**src/cpu_pkg.sv**
```systemverilog
`default_nettype none

package cpu_pkg;

    localparam int XLEN       = 32;
    localparam int REG_ADDR_W = 5;

    typedef logic [XLEN-1:0]       word_t;
    typedef logic [REG_ADDR_W-1:0] reg_idx_t;

    // base opcodes of the supported subset
    typedef enum logic [6:0] {
        OPC_OP     = 7'b0110011,
        OPC_OP_IMM = 7'b0010011,
        OPC_LOAD   = 7'b0000011,
        OPC_STORE  = 7'b0100011,
        OPC_BRANCH = 7'b1100011,
        OPC_JAL    = 7'b1101111,
        OPC_JALR   = 7'b1100111,
        OPC_LUI    = 7'b0110111
    } opcode_e;

    typedef enum logic [2:0] {
        ALU_ADD,
        ALU_SUB,
        ALU_XOR,
        ALU_OR,
        ALU_AND,
        ALU_SLL,
        ALU_SRL,
        ALU_PASS_B // lui
    } alu_op_e;

    typedef enum logic [1:0] {
        WB_ALU,
        WB_LOAD,
        WB_LINK
    } wb_sel_e;

    typedef struct packed {
        reg_idx_t   rs1;
        reg_idx_t   rs2;
        reg_idx_t   rd;
        word_t      imm;
        alu_op_e    alu_op;
        logic       use_imm;
        logic       is_load;
        logic       is_store;
        logic       is_branch;
        logic       is_jal;
        logic       is_jalr;
        logic [2:0] funct3;
        logic       reg_write;
        wb_sel_e    wb_sel;
    } decoded_t;

    typedef struct packed {
        word_t alu_out;
        word_t next_pc;
        word_t link_addr;
        word_t mem_addr;
        word_t store_data;
    } exec_result_t;

    typedef struct packed {
        logic  write;
        word_t addr;
        word_t wdata;
    } bus_req_t;

    typedef enum logic [1:0] {
        SEQ_FETCH,
        SEQ_EXECUTE,
        SEQ_MEM_ACCESS,
        SEQ_LOAD_WB
    } seq_state_e;

    typedef enum logic [1:0] {
        BUS_IDLE,
        BUS_REQUEST,
        BUS_RESPONSE
    } bus_state_e;

endpackage

`default_nettype wire
```
**src/cpu_core.sv**
```systemverilog
`timescale 1ns/10ps
`default_nettype none

module cpu_core #(
    parameter cpu_pkg::word_t RESET_PC = '0
) (
    input  wire logic         clk,
    input  wire logic         rst,
    output cpu_pkg::bus_req_t bus_req_o,
    output logic              bus_req_valid_o,
    input  wire logic         bus_req_ready_i,
    input  wire logic         bus_rsp_valid_i,
    input  cpu_pkg::word_t    bus_rsp_data_i
);

    cpu_pkg::decoded_t     dec;
    cpu_pkg::exec_result_t exe;
    cpu_pkg::bus_req_t     cmd_req;
    cpu_pkg::word_t        instr;
    cpu_pkg::word_t        pc;
    cpu_pkg::word_t        rdata;
    cpu_pkg::word_t        load_data;
    cpu_pkg::word_t        rs1_val;
    cpu_pkg::word_t        rs2_val;
    logic                  cmd_valid;
    logic                  cmd_ready;
    logic                  done;
    logic                  rf_write;

    core_sequencer #(.RESET_PC(RESET_PC)) u_seq (
        .clk(clk), .rst(rst),
        .dec_i(dec), .exe_i(exe),
        .done_i(done), .rdata_i(rdata), .cmd_ready_i(cmd_ready),
        .cmd_valid_o(cmd_valid), .cmd_req_o(cmd_req),
        .instr_o(instr), .pc_o(pc),
        .rf_write_o(rf_write), .load_data_o(load_data)
    );

    bus_master u_bus (
        .clk(clk), .rst(rst),
        .cmd_valid_i(cmd_valid), .cmd_req_i(cmd_req), .cmd_ready_o(cmd_ready),
        .done_o(done), .rdata_o(rdata),
        .bus_req_o(bus_req_o), .bus_req_valid_o(bus_req_valid_o),
        .bus_req_ready_i(bus_req_ready_i),
        .bus_rsp_valid_i(bus_rsp_valid_i), .bus_rsp_data_i(bus_rsp_data_i)
    );

    instr_decode u_dec (.instr_i(instr), .dec_o(dec));

    execute_unit u_exe (
        .dec_i(dec), .rs1_val_i(rs1_val), .rs2_val_i(rs2_val),
        .pc_i(pc), .exe_o(exe)
    );

    regfile_writeback u_rf (
        .clk(clk), .rst(rst),
        .dec_i(dec), .exe_i(exe), .load_data_i(load_data), .write_i(rf_write),
        .rs1_val_o(rs1_val), .rs2_val_o(rs2_val)
    );

endmodule

`default_nettype wire

```
**src/regfile_writeback.sv**
```systemverilog
`timescale 1ns/10ps
`default_nettype none

module regfile_writeback (
    input  wire logic             clk,
    input  wire logic             rst,
    input  cpu_pkg::decoded_t     dec_i,
    input  cpu_pkg::exec_result_t exe_i,
    input  cpu_pkg::word_t        load_data_i,
    input  wire logic             write_i,
    output cpu_pkg::word_t        rs1_val_o,
    output cpu_pkg::word_t        rs2_val_o
);

    cpu_pkg::word_t regs [2**cpu_pkg::REG_ADDR_W];
    cpu_pkg::word_t wb_data;

    always_comb begin
        case (dec_i.wb_sel)
            cpu_pkg::WB_ALU:  wb_data = exe_i.alu_out;
            cpu_pkg::WB_LOAD: wb_data = load_data_i;
            cpu_pkg::WB_LINK: wb_data = exe_i.link_addr; // jal/jalr return address
            default:          wb_data = exe_i.alu_out;
        endcase
    end

    always_ff @(posedge clk or posedge rst) begin
        if (rst) begin
            regs <= '{default: '0};
        end else if (write_i && dec_i.rd != '0) begin
            regs[dec_i.rd] <= wb_data;
        end
    end

    // x0 is never written, so it reads back as zero
    assign rs1_val_o = regs[dec_i.rs1];
    assign rs2_val_o = regs[dec_i.rs2];

endmodule

`default_nettype wire

```
**src/execute_unit.sv**
```systemverilog
`timescale 1ns/10ps
`default_nettype none

module execute_unit (
    input  cpu_pkg::decoded_t     dec_i,
    input  cpu_pkg::word_t        rs1_val_i,
    input  cpu_pkg::word_t        rs2_val_i,
    input  cpu_pkg::word_t        pc_i,
    output cpu_pkg::exec_result_t exe_o
);

    cpu_pkg::word_t op_b;
    cpu_pkg::word_t pc_plus4;
    cpu_pkg::word_t alu_out;
    cpu_pkg::word_t next_pc;
    logic           taken;

    assign op_b     = dec_i.use_imm ? dec_i.imm : rs2_val_i;
    assign pc_plus4 = pc_i + 32'd4;

    always_comb begin
        case (dec_i.alu_op)
            cpu_pkg::ALU_ADD:    alu_out = rs1_val_i + op_b;
            cpu_pkg::ALU_SUB:    alu_out = rs1_val_i - op_b;
            cpu_pkg::ALU_XOR:    alu_out = rs1_val_i ^ op_b;
            cpu_pkg::ALU_OR:     alu_out = rs1_val_i | op_b;
            cpu_pkg::ALU_AND:    alu_out = rs1_val_i & op_b;
            cpu_pkg::ALU_SLL:    alu_out = rs1_val_i << op_b[4:0];
            cpu_pkg::ALU_SRL:    alu_out = rs1_val_i >> op_b[4:0];
            cpu_pkg::ALU_PASS_B: alu_out = op_b;
            default:             alu_out = '0;
        endcase
    end

    // branches always compare the two registers
    always_comb begin
        case (dec_i.funct3)
            3'b000:  taken = (rs1_val_i == rs2_val_i);
            3'b001:  taken = (rs1_val_i != rs2_val_i);
            3'b100:  taken = ($signed(rs1_val_i) <  $signed(rs2_val_i));
            3'b101:  taken = ($signed(rs1_val_i) >= $signed(rs2_val_i));
            default: taken = 1'b0;
        endcase
    end

    always_comb begin
        if ((dec_i.is_branch && taken) || dec_i.is_jal) begin
            next_pc = pc_i + dec_i.imm;
        end else if (dec_i.is_jalr) begin
            next_pc = (rs1_val_i + dec_i.imm) & ~32'd1; // lsb cleared per spec
        end else begin
            next_pc = pc_plus4;
        end
    end

    assign exe_o.alu_out    = alu_out;
    assign exe_o.next_pc    = next_pc;
    assign exe_o.link_addr  = pc_plus4;
    assign exe_o.mem_addr   = rs1_val_i + dec_i.imm;
    assign exe_o.store_data = rs2_val_i;

endmodule

`default_nettype wire

```
**src/instr_decode.sv**
```systemverilog
`timescale 1ns/10ps
`default_nettype none

module instr_decode (
    input  cpu_pkg::word_t    instr_i,
    output cpu_pkg::decoded_t dec_o
);

    logic [6:0]     opcode;
    logic [2:0]     funct3;
    cpu_pkg::word_t imm_i;
    cpu_pkg::word_t imm_s;
    cpu_pkg::word_t imm_b;
    cpu_pkg::word_t imm_j;
    cpu_pkg::word_t imm_u;

    assign opcode = instr_i[6:0];
    assign funct3 = instr_i[14:12];

    // all sign extended from bit 31
    assign imm_i = {{20{instr_i[31]}}, instr_i[31:20]};
    assign imm_s = {{20{instr_i[31]}}, instr_i[31:25], instr_i[11:7]};
    assign imm_b = {{19{instr_i[31]}}, instr_i[31], instr_i[7], instr_i[30:25],
                    instr_i[11:8], 1'b0};
    assign imm_j = {{11{instr_i[31]}}, instr_i[31], instr_i[19:12], instr_i[20],
                    instr_i[30:21], 1'b0};
    assign imm_u = {instr_i[31:12], 12'b0};

    always_comb begin
        dec_o        = '0; // anything unmatched falls out as a nop
        dec_o.rs1    = instr_i[19:15];
        dec_o.rs2    = instr_i[24:20];
        dec_o.rd     = instr_i[11:7];
        dec_o.funct3 = funct3;
        dec_o.alu_op = cpu_pkg::ALU_ADD;
        dec_o.wb_sel = cpu_pkg::WB_ALU;
        case (opcode)
            cpu_pkg::OPC_OP, cpu_pkg::OPC_OP_IMM: begin
                dec_o.use_imm   = (opcode == cpu_pkg::OPC_OP_IMM);
                dec_o.imm       = imm_i;
                dec_o.reg_write = 1'b1;
                case (funct3)
                    3'b000: dec_o.alu_op = (opcode == cpu_pkg::OPC_OP && instr_i[30]) ?
                                           cpu_pkg::ALU_SUB : cpu_pkg::ALU_ADD;
                    3'b001: dec_o.alu_op = cpu_pkg::ALU_SLL;
                    3'b100: dec_o.alu_op = cpu_pkg::ALU_XOR;
                    3'b101: dec_o.alu_op = cpu_pkg::ALU_SRL;
                    3'b110: dec_o.alu_op = cpu_pkg::ALU_OR;
                    3'b111: dec_o.alu_op = cpu_pkg::ALU_AND;
                    default: dec_o.reg_write = 1'b0; // slt/sltu
                endcase
            end
            cpu_pkg::OPC_LOAD: begin
                dec_o.is_load   = (funct3 == 3'b010); // lw only
                dec_o.reg_write = (funct3 == 3'b010);
                dec_o.use_imm   = 1'b1;
                dec_o.imm       = imm_i;
                dec_o.wb_sel    = cpu_pkg::WB_LOAD;
            end
            cpu_pkg::OPC_STORE: begin
                dec_o.is_store = (funct3 == 3'b010);
                dec_o.use_imm  = 1'b1;
                dec_o.imm      = imm_s;
            end
            cpu_pkg::OPC_BRANCH: begin
                dec_o.imm       = imm_b;
                dec_o.is_branch = (funct3 == 3'b000) || (funct3 == 3'b001) ||
                                  (funct3 == 3'b100) || (funct3 == 3'b101);
            end
            cpu_pkg::OPC_JAL: begin
                dec_o.is_jal    = 1'b1;
                dec_o.imm       = imm_j;
                dec_o.reg_write = 1'b1;
                dec_o.wb_sel    = cpu_pkg::WB_LINK;
            end
            cpu_pkg::OPC_JALR: begin
                dec_o.is_jalr   = 1'b1;
                dec_o.use_imm   = 1'b1;
                dec_o.imm       = imm_i;
                dec_o.reg_write = 1'b1;
                dec_o.wb_sel    = cpu_pkg::WB_LINK;
            end
            cpu_pkg::OPC_LUI: begin
                dec_o.use_imm   = 1'b1;
                dec_o.imm       = imm_u;
                dec_o.alu_op    = cpu_pkg::ALU_PASS_B;
                dec_o.reg_write = 1'b1;
            end
            default: ;
        endcase
    end

endmodule

`default_nettype wire

```
**src/core_sequencer.sv**
```systemverilog
`timescale 1ns/10ps
`default_nettype none

module core_sequencer #(
    parameter cpu_pkg::word_t RESET_PC = '0
) (
    input  wire logic              clk,
    input  wire logic              rst,
    input  cpu_pkg::decoded_t      dec_i,
    input  cpu_pkg::exec_result_t  exe_i,
    input  wire logic              done_i,
    input  cpu_pkg::word_t         rdata_i,
    input  wire logic              cmd_ready_i,
    output logic                   cmd_valid_o,
    output cpu_pkg::bus_req_t      cmd_req_o,
    output cpu_pkg::word_t         instr_o,
    output cpu_pkg::word_t         pc_o,
    output logic                   rf_write_o,
    output cpu_pkg::word_t         load_data_o
);

    cpu_pkg::seq_state_e state;
    cpu_pkg::word_t      pc;
    cpu_pkg::word_t      ir;
    cpu_pkg::word_t      load_data;
    cpu_pkg::word_t      pc_plus4;
    logic                mem_op;

    assign pc_plus4 = pc + 32'd4;
    assign mem_op   = dec_i.is_load | dec_i.is_store;

    always_ff @(posedge clk or posedge rst) begin
        if (rst) begin
            state <= cpu_pkg::SEQ_FETCH;
            pc    <= RESET_PC;
        end else begin
            case (state)
                cpu_pkg::SEQ_FETCH: begin
                    if (done_i) state <= cpu_pkg::SEQ_EXECUTE;
                end
                cpu_pkg::SEQ_EXECUTE: begin
                    if (mem_op) begin
                        state <= cpu_pkg::SEQ_MEM_ACCESS;
                    end else begin
                        pc    <= exe_i.next_pc; // alu, jumps, branches, nops
                        state <= cpu_pkg::SEQ_FETCH;
                    end
                end
                cpu_pkg::SEQ_MEM_ACCESS: begin
                    if (done_i) begin
                        if (dec_i.is_load) begin
                            state <= cpu_pkg::SEQ_LOAD_WB;
                        end else begin
                            pc    <= pc_plus4;
                            state <= cpu_pkg::SEQ_FETCH;
                        end
                    end
                end
                cpu_pkg::SEQ_LOAD_WB: begin
                    pc    <= pc_plus4;
                    state <= cpu_pkg::SEQ_FETCH;
                end
                default: state <= cpu_pkg::SEQ_FETCH;
            endcase
        end
    end

    // instruction word and load data
    always_ff @(posedge clk) begin
        if (state == cpu_pkg::SEQ_FETCH && done_i) ir <= rdata_i;
        if (state == cpu_pkg::SEQ_MEM_ACCESS && done_i) load_data <= rdata_i;
    end

    // bus master leaves idle after accepting, so one command per phase
    always_comb begin
        cmd_valid_o = cmd_ready_i &&
                      (state == cpu_pkg::SEQ_FETCH || state == cpu_pkg::SEQ_MEM_ACCESS);
        cmd_req_o.write = 1'b0;
        cmd_req_o.addr  = pc;
        cmd_req_o.wdata = '0;
        if (state == cpu_pkg::SEQ_MEM_ACCESS) begin
            cmd_req_o.write = dec_i.is_store;
            cmd_req_o.addr  = exe_i.mem_addr;
            cmd_req_o.wdata = exe_i.store_data;
        end
    end

    // loads write back one cycle later, after the data is captured
    assign rf_write_o = (state == cpu_pkg::SEQ_EXECUTE && dec_i.reg_write && !dec_i.is_load) ||
                        (state == cpu_pkg::SEQ_LOAD_WB && dec_i.reg_write);

    assign instr_o     = ir;
    assign pc_o        = pc;
    assign load_data_o = load_data;

endmodule

`default_nettype wire

```
**src/bus_master.sv**
```systemverilog
`timescale 1ns/10ps
`default_nettype none

module bus_master (
    input  wire logic             clk,
    input  wire logic             rst,
    input  wire logic             cmd_valid_i,
    input  cpu_pkg::bus_req_t     cmd_req_i,
    output logic                  cmd_ready_o,
    output logic                  done_o,
    output cpu_pkg::word_t        rdata_o,
    output cpu_pkg::bus_req_t     bus_req_o,
    output logic                  bus_req_valid_o,
    input  wire logic             bus_req_ready_i,
    input  wire logic             bus_rsp_valid_i,
    input  cpu_pkg::word_t        bus_rsp_data_i
);

    cpu_pkg::bus_state_e state;
    cpu_pkg::bus_req_t   req_q;

    always_ff @(posedge clk or posedge rst) begin
        if (rst) begin
            state <= cpu_pkg::BUS_IDLE;
        end else begin
            case (state)
                cpu_pkg::BUS_IDLE: begin
                    if (cmd_valid_i) state <= cpu_pkg::BUS_REQUEST;
                end
                cpu_pkg::BUS_REQUEST: begin
                    // stalls just keep us here
                    if (bus_req_ready_i) state <= cpu_pkg::BUS_RESPONSE;
                end
                cpu_pkg::BUS_RESPONSE: begin
                    if (bus_rsp_valid_i) state <= cpu_pkg::BUS_IDLE;
                end
                default: state <= cpu_pkg::BUS_IDLE;
            endcase
        end
    end

    // command held here until the next one, so the bus sees a stable request
    always_ff @(posedge clk) begin
        if (state == cpu_pkg::BUS_IDLE && cmd_valid_i) begin
            req_q <= cmd_req_i;
        end
    end

    assign cmd_ready_o     = (state == cpu_pkg::BUS_IDLE);
    assign bus_req_o       = req_q;
    assign bus_req_valid_o = (state == cpu_pkg::BUS_REQUEST);

    // write acks come back here too, data just ignored upstream
    assign done_o  = (state == cpu_pkg::BUS_RESPONSE) && bus_rsp_valid_i;
    assign rdata_o = bus_rsp_data_i;

endmodule

`default_nettype wire

```
**config.mk**
```make
export PLATFORM = sky130hd
export DESIGN_NAME = cpu_core
export DESIGN_NICKNAME = d
export VERILOG_FILES = /design/src/cpu_pkg.sv /design/src/cpu_core.sv /design/src/regfile_writeback.sv /design/src/execute_unit.sv /design/src/instr_decode.sv /design/src/core_sequencer.sv /design/src/bus_master.sv
export SDC_FILE = /design/constraint.sdc
export NUM_CORES = 2
export LEC_CHECK = 0
export ABC_CLOCK_PERIOD_IN_PS = 43900
export BUFFER_PORTS_ARGS = -buffer_cell sky130_fd_sc_hd__buf_2
export CAP_MARGIN = 30
export CELL_PAD_IN_SITES_DETAIL_PLACEMENT = 0
export CELL_PAD_IN_SITES_GLOBAL_PLACEMENT = 2
export CORE_ASPECT_RATIO = 2
export CORE_MARGIN = 1
export CORE_UTILIZATION = 40
export DETAILED_ROUTE_END_ITERATION = 10
export GPL_TIMING_DRIVEN = 0
export PLACE_DENSITY = 0.84
export SLEW_MARGIN = 30
export SYNTH_ARGS = -nofsm -noshare
export SYNTH_HDL_FRONTEND = slang
export SYNTH_SLANG_ARGS = --single-unit
```
**constraint.sdc**
```tcl
create_clock -name clk -period 43.9 [get_ports clk]
set_clock_uncertainty 0.05 [all_clocks]
set_input_delay 4.39 -clock clk [delete_from_list [all_inputs] [get_ports clk]]
set_output_delay 4.39 -clock clk [all_outputs]
set_load 0.01 [all_outputs]
```
==> out/results.txt, run 1 <==
Status = aborted with a tool error
Fail Step = global routing (5_1_grt)
Run Error = [ERROR GRT-0116] Global routing finished with congestion. Check the congestion regions in the DRC Viewer.
Post-place instance area = 80800 sq um
Post-synth EDFFs = 129
Post-CTS Setup Inserts = 0
I/O pin cnt = 102
Post-synthesis cell count = 7451
Largest area contributor in the netlist = dfrtp_1
Max clock buf depth = 3
Largest net degree at the start of global routing = 95
Sequential area share after synthesis = 40.9%
Mapped Area = 74200 sq um
Port-buffer cells = 101
Total GRT Usage = 71.1%
H-Tree Depth = 3
Rows = 223
Synth area leaders = dfrtp_1 (36%), mux2i_1 (8.9%), mux4_2 (6.6%)
Syn Area/Cell = 9.96 sq um
DP HPWL = 426000 um
First-pass GRT wire length = 939000 um
Clk sink count = 1189
Die width = 307 um
Synth cell types = 114
Post-Syn Nets = 7684
Num CTS Buffers = 114
Syn. warnings = 0
# hold bufs at CTS = 0
Gr ovfl total = 1870
Setup WS pre-CTS = 32.00 ns
Gpl congestion = 1.20
Async SR Flop Fraction = 89.2%
Die H = 611 um
Synth Flop Type = dfrtp_1
FF+latch count, synth = 1189
Via count of the first global-routing pass = 89400
Resized Gates After CTS = 0
Post-synth top area share = 35.7%
Initial core utilization = 40.3%
Root Driver = clkbuf_16
==> synthesized netlist by cell type (92+ instances only) <==
cell type / count
dfrtp_1: 1060
xnor2_1: 92
buf_2: 104
ha_1: 196
clkbuf_1: 428
a21oi_1: 377
mux4_2: 219
mux2i_1: 663
a22oi_1: 320
nor2_1: 360
mux2_2: 245
nand2_1: 1011
edfxtp_1: 129
o21ai_0: 784
nand3_1: 141
==> per-layer routing <==
layer / overflow / global-route usage (%)
met1: 18 / 67.2
met2: 1089 / 93.3
met3: 38 / 50.5
met4: 725 / 78.1
met5: 0 / 17.8
==> stage by stage <==
stage	cells	setup TNS (ns)	hold WS, ns
global placement	10000	-3141.92	0.407
detailed placement	10200	0	0.419
floorplan	7451	0	0.391
CTS	10400	0	0.432
==> kinds of logic after synthesis <==
logic type	share of synthesized area, %
flops	40.9
mux	19.9
xor+xnor	1.69
compound gates	18.0
fa+ha+maj	3.33
buf+inv	4.99
simple gates	11.1
==> inputs of run 2 (changes only) <==
CELL_PAD_IN_SITES_DETAIL_PLACEMENT = default   (was 0)
CELL_PAD_IN_SITES_GLOBAL_PLACEMENT = default   (was 2)
CORE_ASPECT_RATIO = default   (was 2)
CORE_UTILIZATION = 25   (was 40)
PLACE_DENSITY = default   (was 0.84)
PLACE_DENSITY_LB_ADDON = 0.15   (was default)
==> run 2 against run 1 <==
Net effect: the run now ends clean; synthesized cell count unchanged; synthesized area unchanged.
==> out/results.txt, run 2 <==
Crit-path max FO = 10
Cell mode on critical path = o21ai_0
Area growth syn-to-layout = 18.5%
Critical path required time = 44.58 ns
Iteration-0 DRC Markers = 9559
Most instantiated library cell after synthesis = dfrtp_1
CP max stage delay = 0.79 ns
Overall routed net length = 516000 um
Detail Route Antenna Nets = 0
Initial core utilization = 25.2% (-15 points)
Total die area = 299000 sq um
Max-cap violations = 0
Skew-Pair Late Insertion Delay = 0.88 ns
Clk slew on worst S/H paths = 0.06 ns
Post-synth top cells = dfrtp_1 (1060), nand2_1 (1011), o21ai_0 (784)
Resized Gates After CTS = 0 (unchanged)
Largest net degree at the start of global routing = 87
Hold Fails Final Rpt = 0
Via count of the first global-routing pass = 68400
Post-synthesis cell count = 7451 (unchanged)
Share of cells above drive strength 1 = 18.4%
Gpl congestion = 1.01 (-16%)
# DRC = 0
Switch Pwr = 0.00178 W
Worst setup EP type = register
Min-delay src = u_rf.regs[1023]
Largest area contributor in the netlist = dfrtp_1
Largest Register = u_rf.regs
CTS tree = yes
Max reg flops = 1024
Clk sink count = 1189 (unchanged)
Max clock buf depth = 4 (+1)
Actual slew at the worst max-slew pin = 1.15 ns
Pint = 0.00233 W
DP HPWL = 396000 um (-7.1%)
Synth area leaders = dfrtp_1 (36%), mux2i_1 (8.9%), mux4_2 (6.6%)
I/O pin cnt = 102 (unchanged)
CP Class = register to register
Power Total = 0.00411 W
Async SR Flop Fraction = 89.2% (unchanged)
Setup WS pre-CTS = 33.07 ns (+1.07 ns)
Switching share of power = 43.3%
Rows = 199 (-11%)
Setup violators final = 0
Power Density = 46.7 nW/um^2
Worst EP arrival = 11.99 ns
FF+latch count, synth = 1189 (unchanged)
Pins over their slew limit = 0
Critical Path Slowest Stage Cell = a31oi_2
Worst Hold Margin = 0.433 ns
Origin of the critical flop-to-flop path = u_seq.instr_o[22]
Worst IR drop on VDD = 29.3 uV
Pre-Repair DR Iteration Count = 9
Port-buffer cells = 101 (unchanged)
RSZ-0062 raised after global routing = no
Gate power share = 38.1%
Clock share of power = 32.7%
Antenna violations before repair = 50
Fmax achieved = 88.4 MHz
Post-route minimum period = 11.31 ns
Avg WL per Cell = 43.3 um
Sequential area share after synthesis = 40.9% (unchanged)
First-pass GRT wire length = 672000 um
Status = completed
# hold bufs at CTS = 0 (unchanged)
Gr ovfl total = 0
Cell Count, Final, Fillers Out = 11900
Die H = 547 um (-11%)
Crit. Startpoint = u_seq.instr_o[22]
Vias = 71200
Commonest non-fill, non-tap cell in the layout = dfrtp_1
Post-Syn Nets = 7684 (unchanged)
Core area = 295000 sq um
Pleak = 38.4 nW
Most frequent cells in the layout = dfrtp_1 (1060), nand2_1 (1010), o21ai_0 (777)
Inst Count DP = 11600 (+14%)
Mapped Area = 74200 sq um (unchanged)
Root Driver = clkbuf_16
Worst relative slew slack = 23.3%
Post-synth EDFFs = 129 (unchanged)
Fin util = 29.9%
Reg2Reg Setup Slack = 32.59 ns
Synth Flop Type = dfrtp_1
Total GRT Usage = 33.6%
Syn Area/Cell = 9.96 sq um (unchanged)
Num CTS Buffers = 157 (+38%)
Reg power frac = 29.2%
Hold crit path type = register to register
Worst setup margin = 32.59 ns
Vias per cell = 5.97
Die width = 547 um (+78%)
Post-CTS Setup Inserts = 0 (unchanged)
Post-synth top area share = 35.7% (unchanged)
Net count, final = 8092
Final cycle utilization of the critical path = 25.8%
Syn. warnings = 0 (unchanged)
Synth cell types = 114 (unchanged)
H-Tree Depth = 4 (+1)
CP Launch Type = register
## run 2: cell counts after synthesis
No cell type changed its count.
## run 2: worst max-delay path: cells and delay by family, from the launching register on
family / cells / cell delay [ns]
XOR/XNOR: 1 / 0.12
buffers and inverters: 4 / 2.15
AND/OR/NAND/NOR: 8 / 3.24
adder cells (fa/ha/maj): 1 / 0.28
flip-flops: 1 / 0.49
AO/OA/AOI/OAI: 14 / 4.77
## run 2: area by class of cell
cell class / instances / area [sq um]
clock buffers: 230 / 4690
plain buffers: 667 / 3460
diodes: 22 / 55.1
fillers: 30900 / 207000
flip-flops and latches: 1189 / 30400
clock inverters: 49 / 477
repair buffers: 249 / 2920
well taps: 3919 / 4900
inverters: 94 / 362
multi-input cells: 5501 / 40700
## run 2: stage by stage
step                      TNS (ns)  instance area [sq um]
after CTS                        0                  87900
after global routing             0                  87900
final                            0                  88000
after global placement    -5341.65                  79600
after detailed placement         0                  82700
after floorplan                  0                  74200
## run 2: worst paths after layout
kind | to | cells past startpoint
worst max register to register | u_rf.regs[153] | 28
worst min register to register | u_rf.regs[1023] | 1
max in group asynchronous | u_rf.regs[535] | 8
worst min-delay path | u_rf.regs[1023] | 1
min in group asynchronous | u_rf.regs[903] | 2
worst max-delay path | u_rf.regs[153] | 28
## run 2: cell families (layout without fill, tap and decap cells)
kind of cell | after synthesis | in the layout | synth area share, %
flops | 1189 | 1189 | 40.9
other cells | 0 | 22 | 0
mux | 1158 | 1158 | 19.9
xor+xnor | 143 | 143 | 1.69
fa+ha+maj | 197 | 197 | 3.33
compound gates | 2126 | 2126 | 18.0
simple gates | 1877 | 1877 | 11.1
buf+inv | 761 | 1289 | 4.99
## run 2: power groups by stage
stage	sequential (W)	clock (W)	combinational, W
after floorplan	0.00123	0	0.000659
after global placement	0.00123	0	0.00143
after detailed placement	0.00122	0	0.00149
after CTS	0.00120	0.00136	0.00150
after global routing	0.00121	0.00140	0.00158
final	0.00120	0.00134	0.00157
## run 2: per-layer routing
layer	GRT usage (%)	part of all wire [%]	up-vias
met5	0	0.032	-
met1	42.0	40	37200
met4	23.9	8.3	24
met3	9.62	10	1214
li1	-	-	28300
met2	49.6	42	4426
Note: power is estimated with default switching activity, not from simulation.
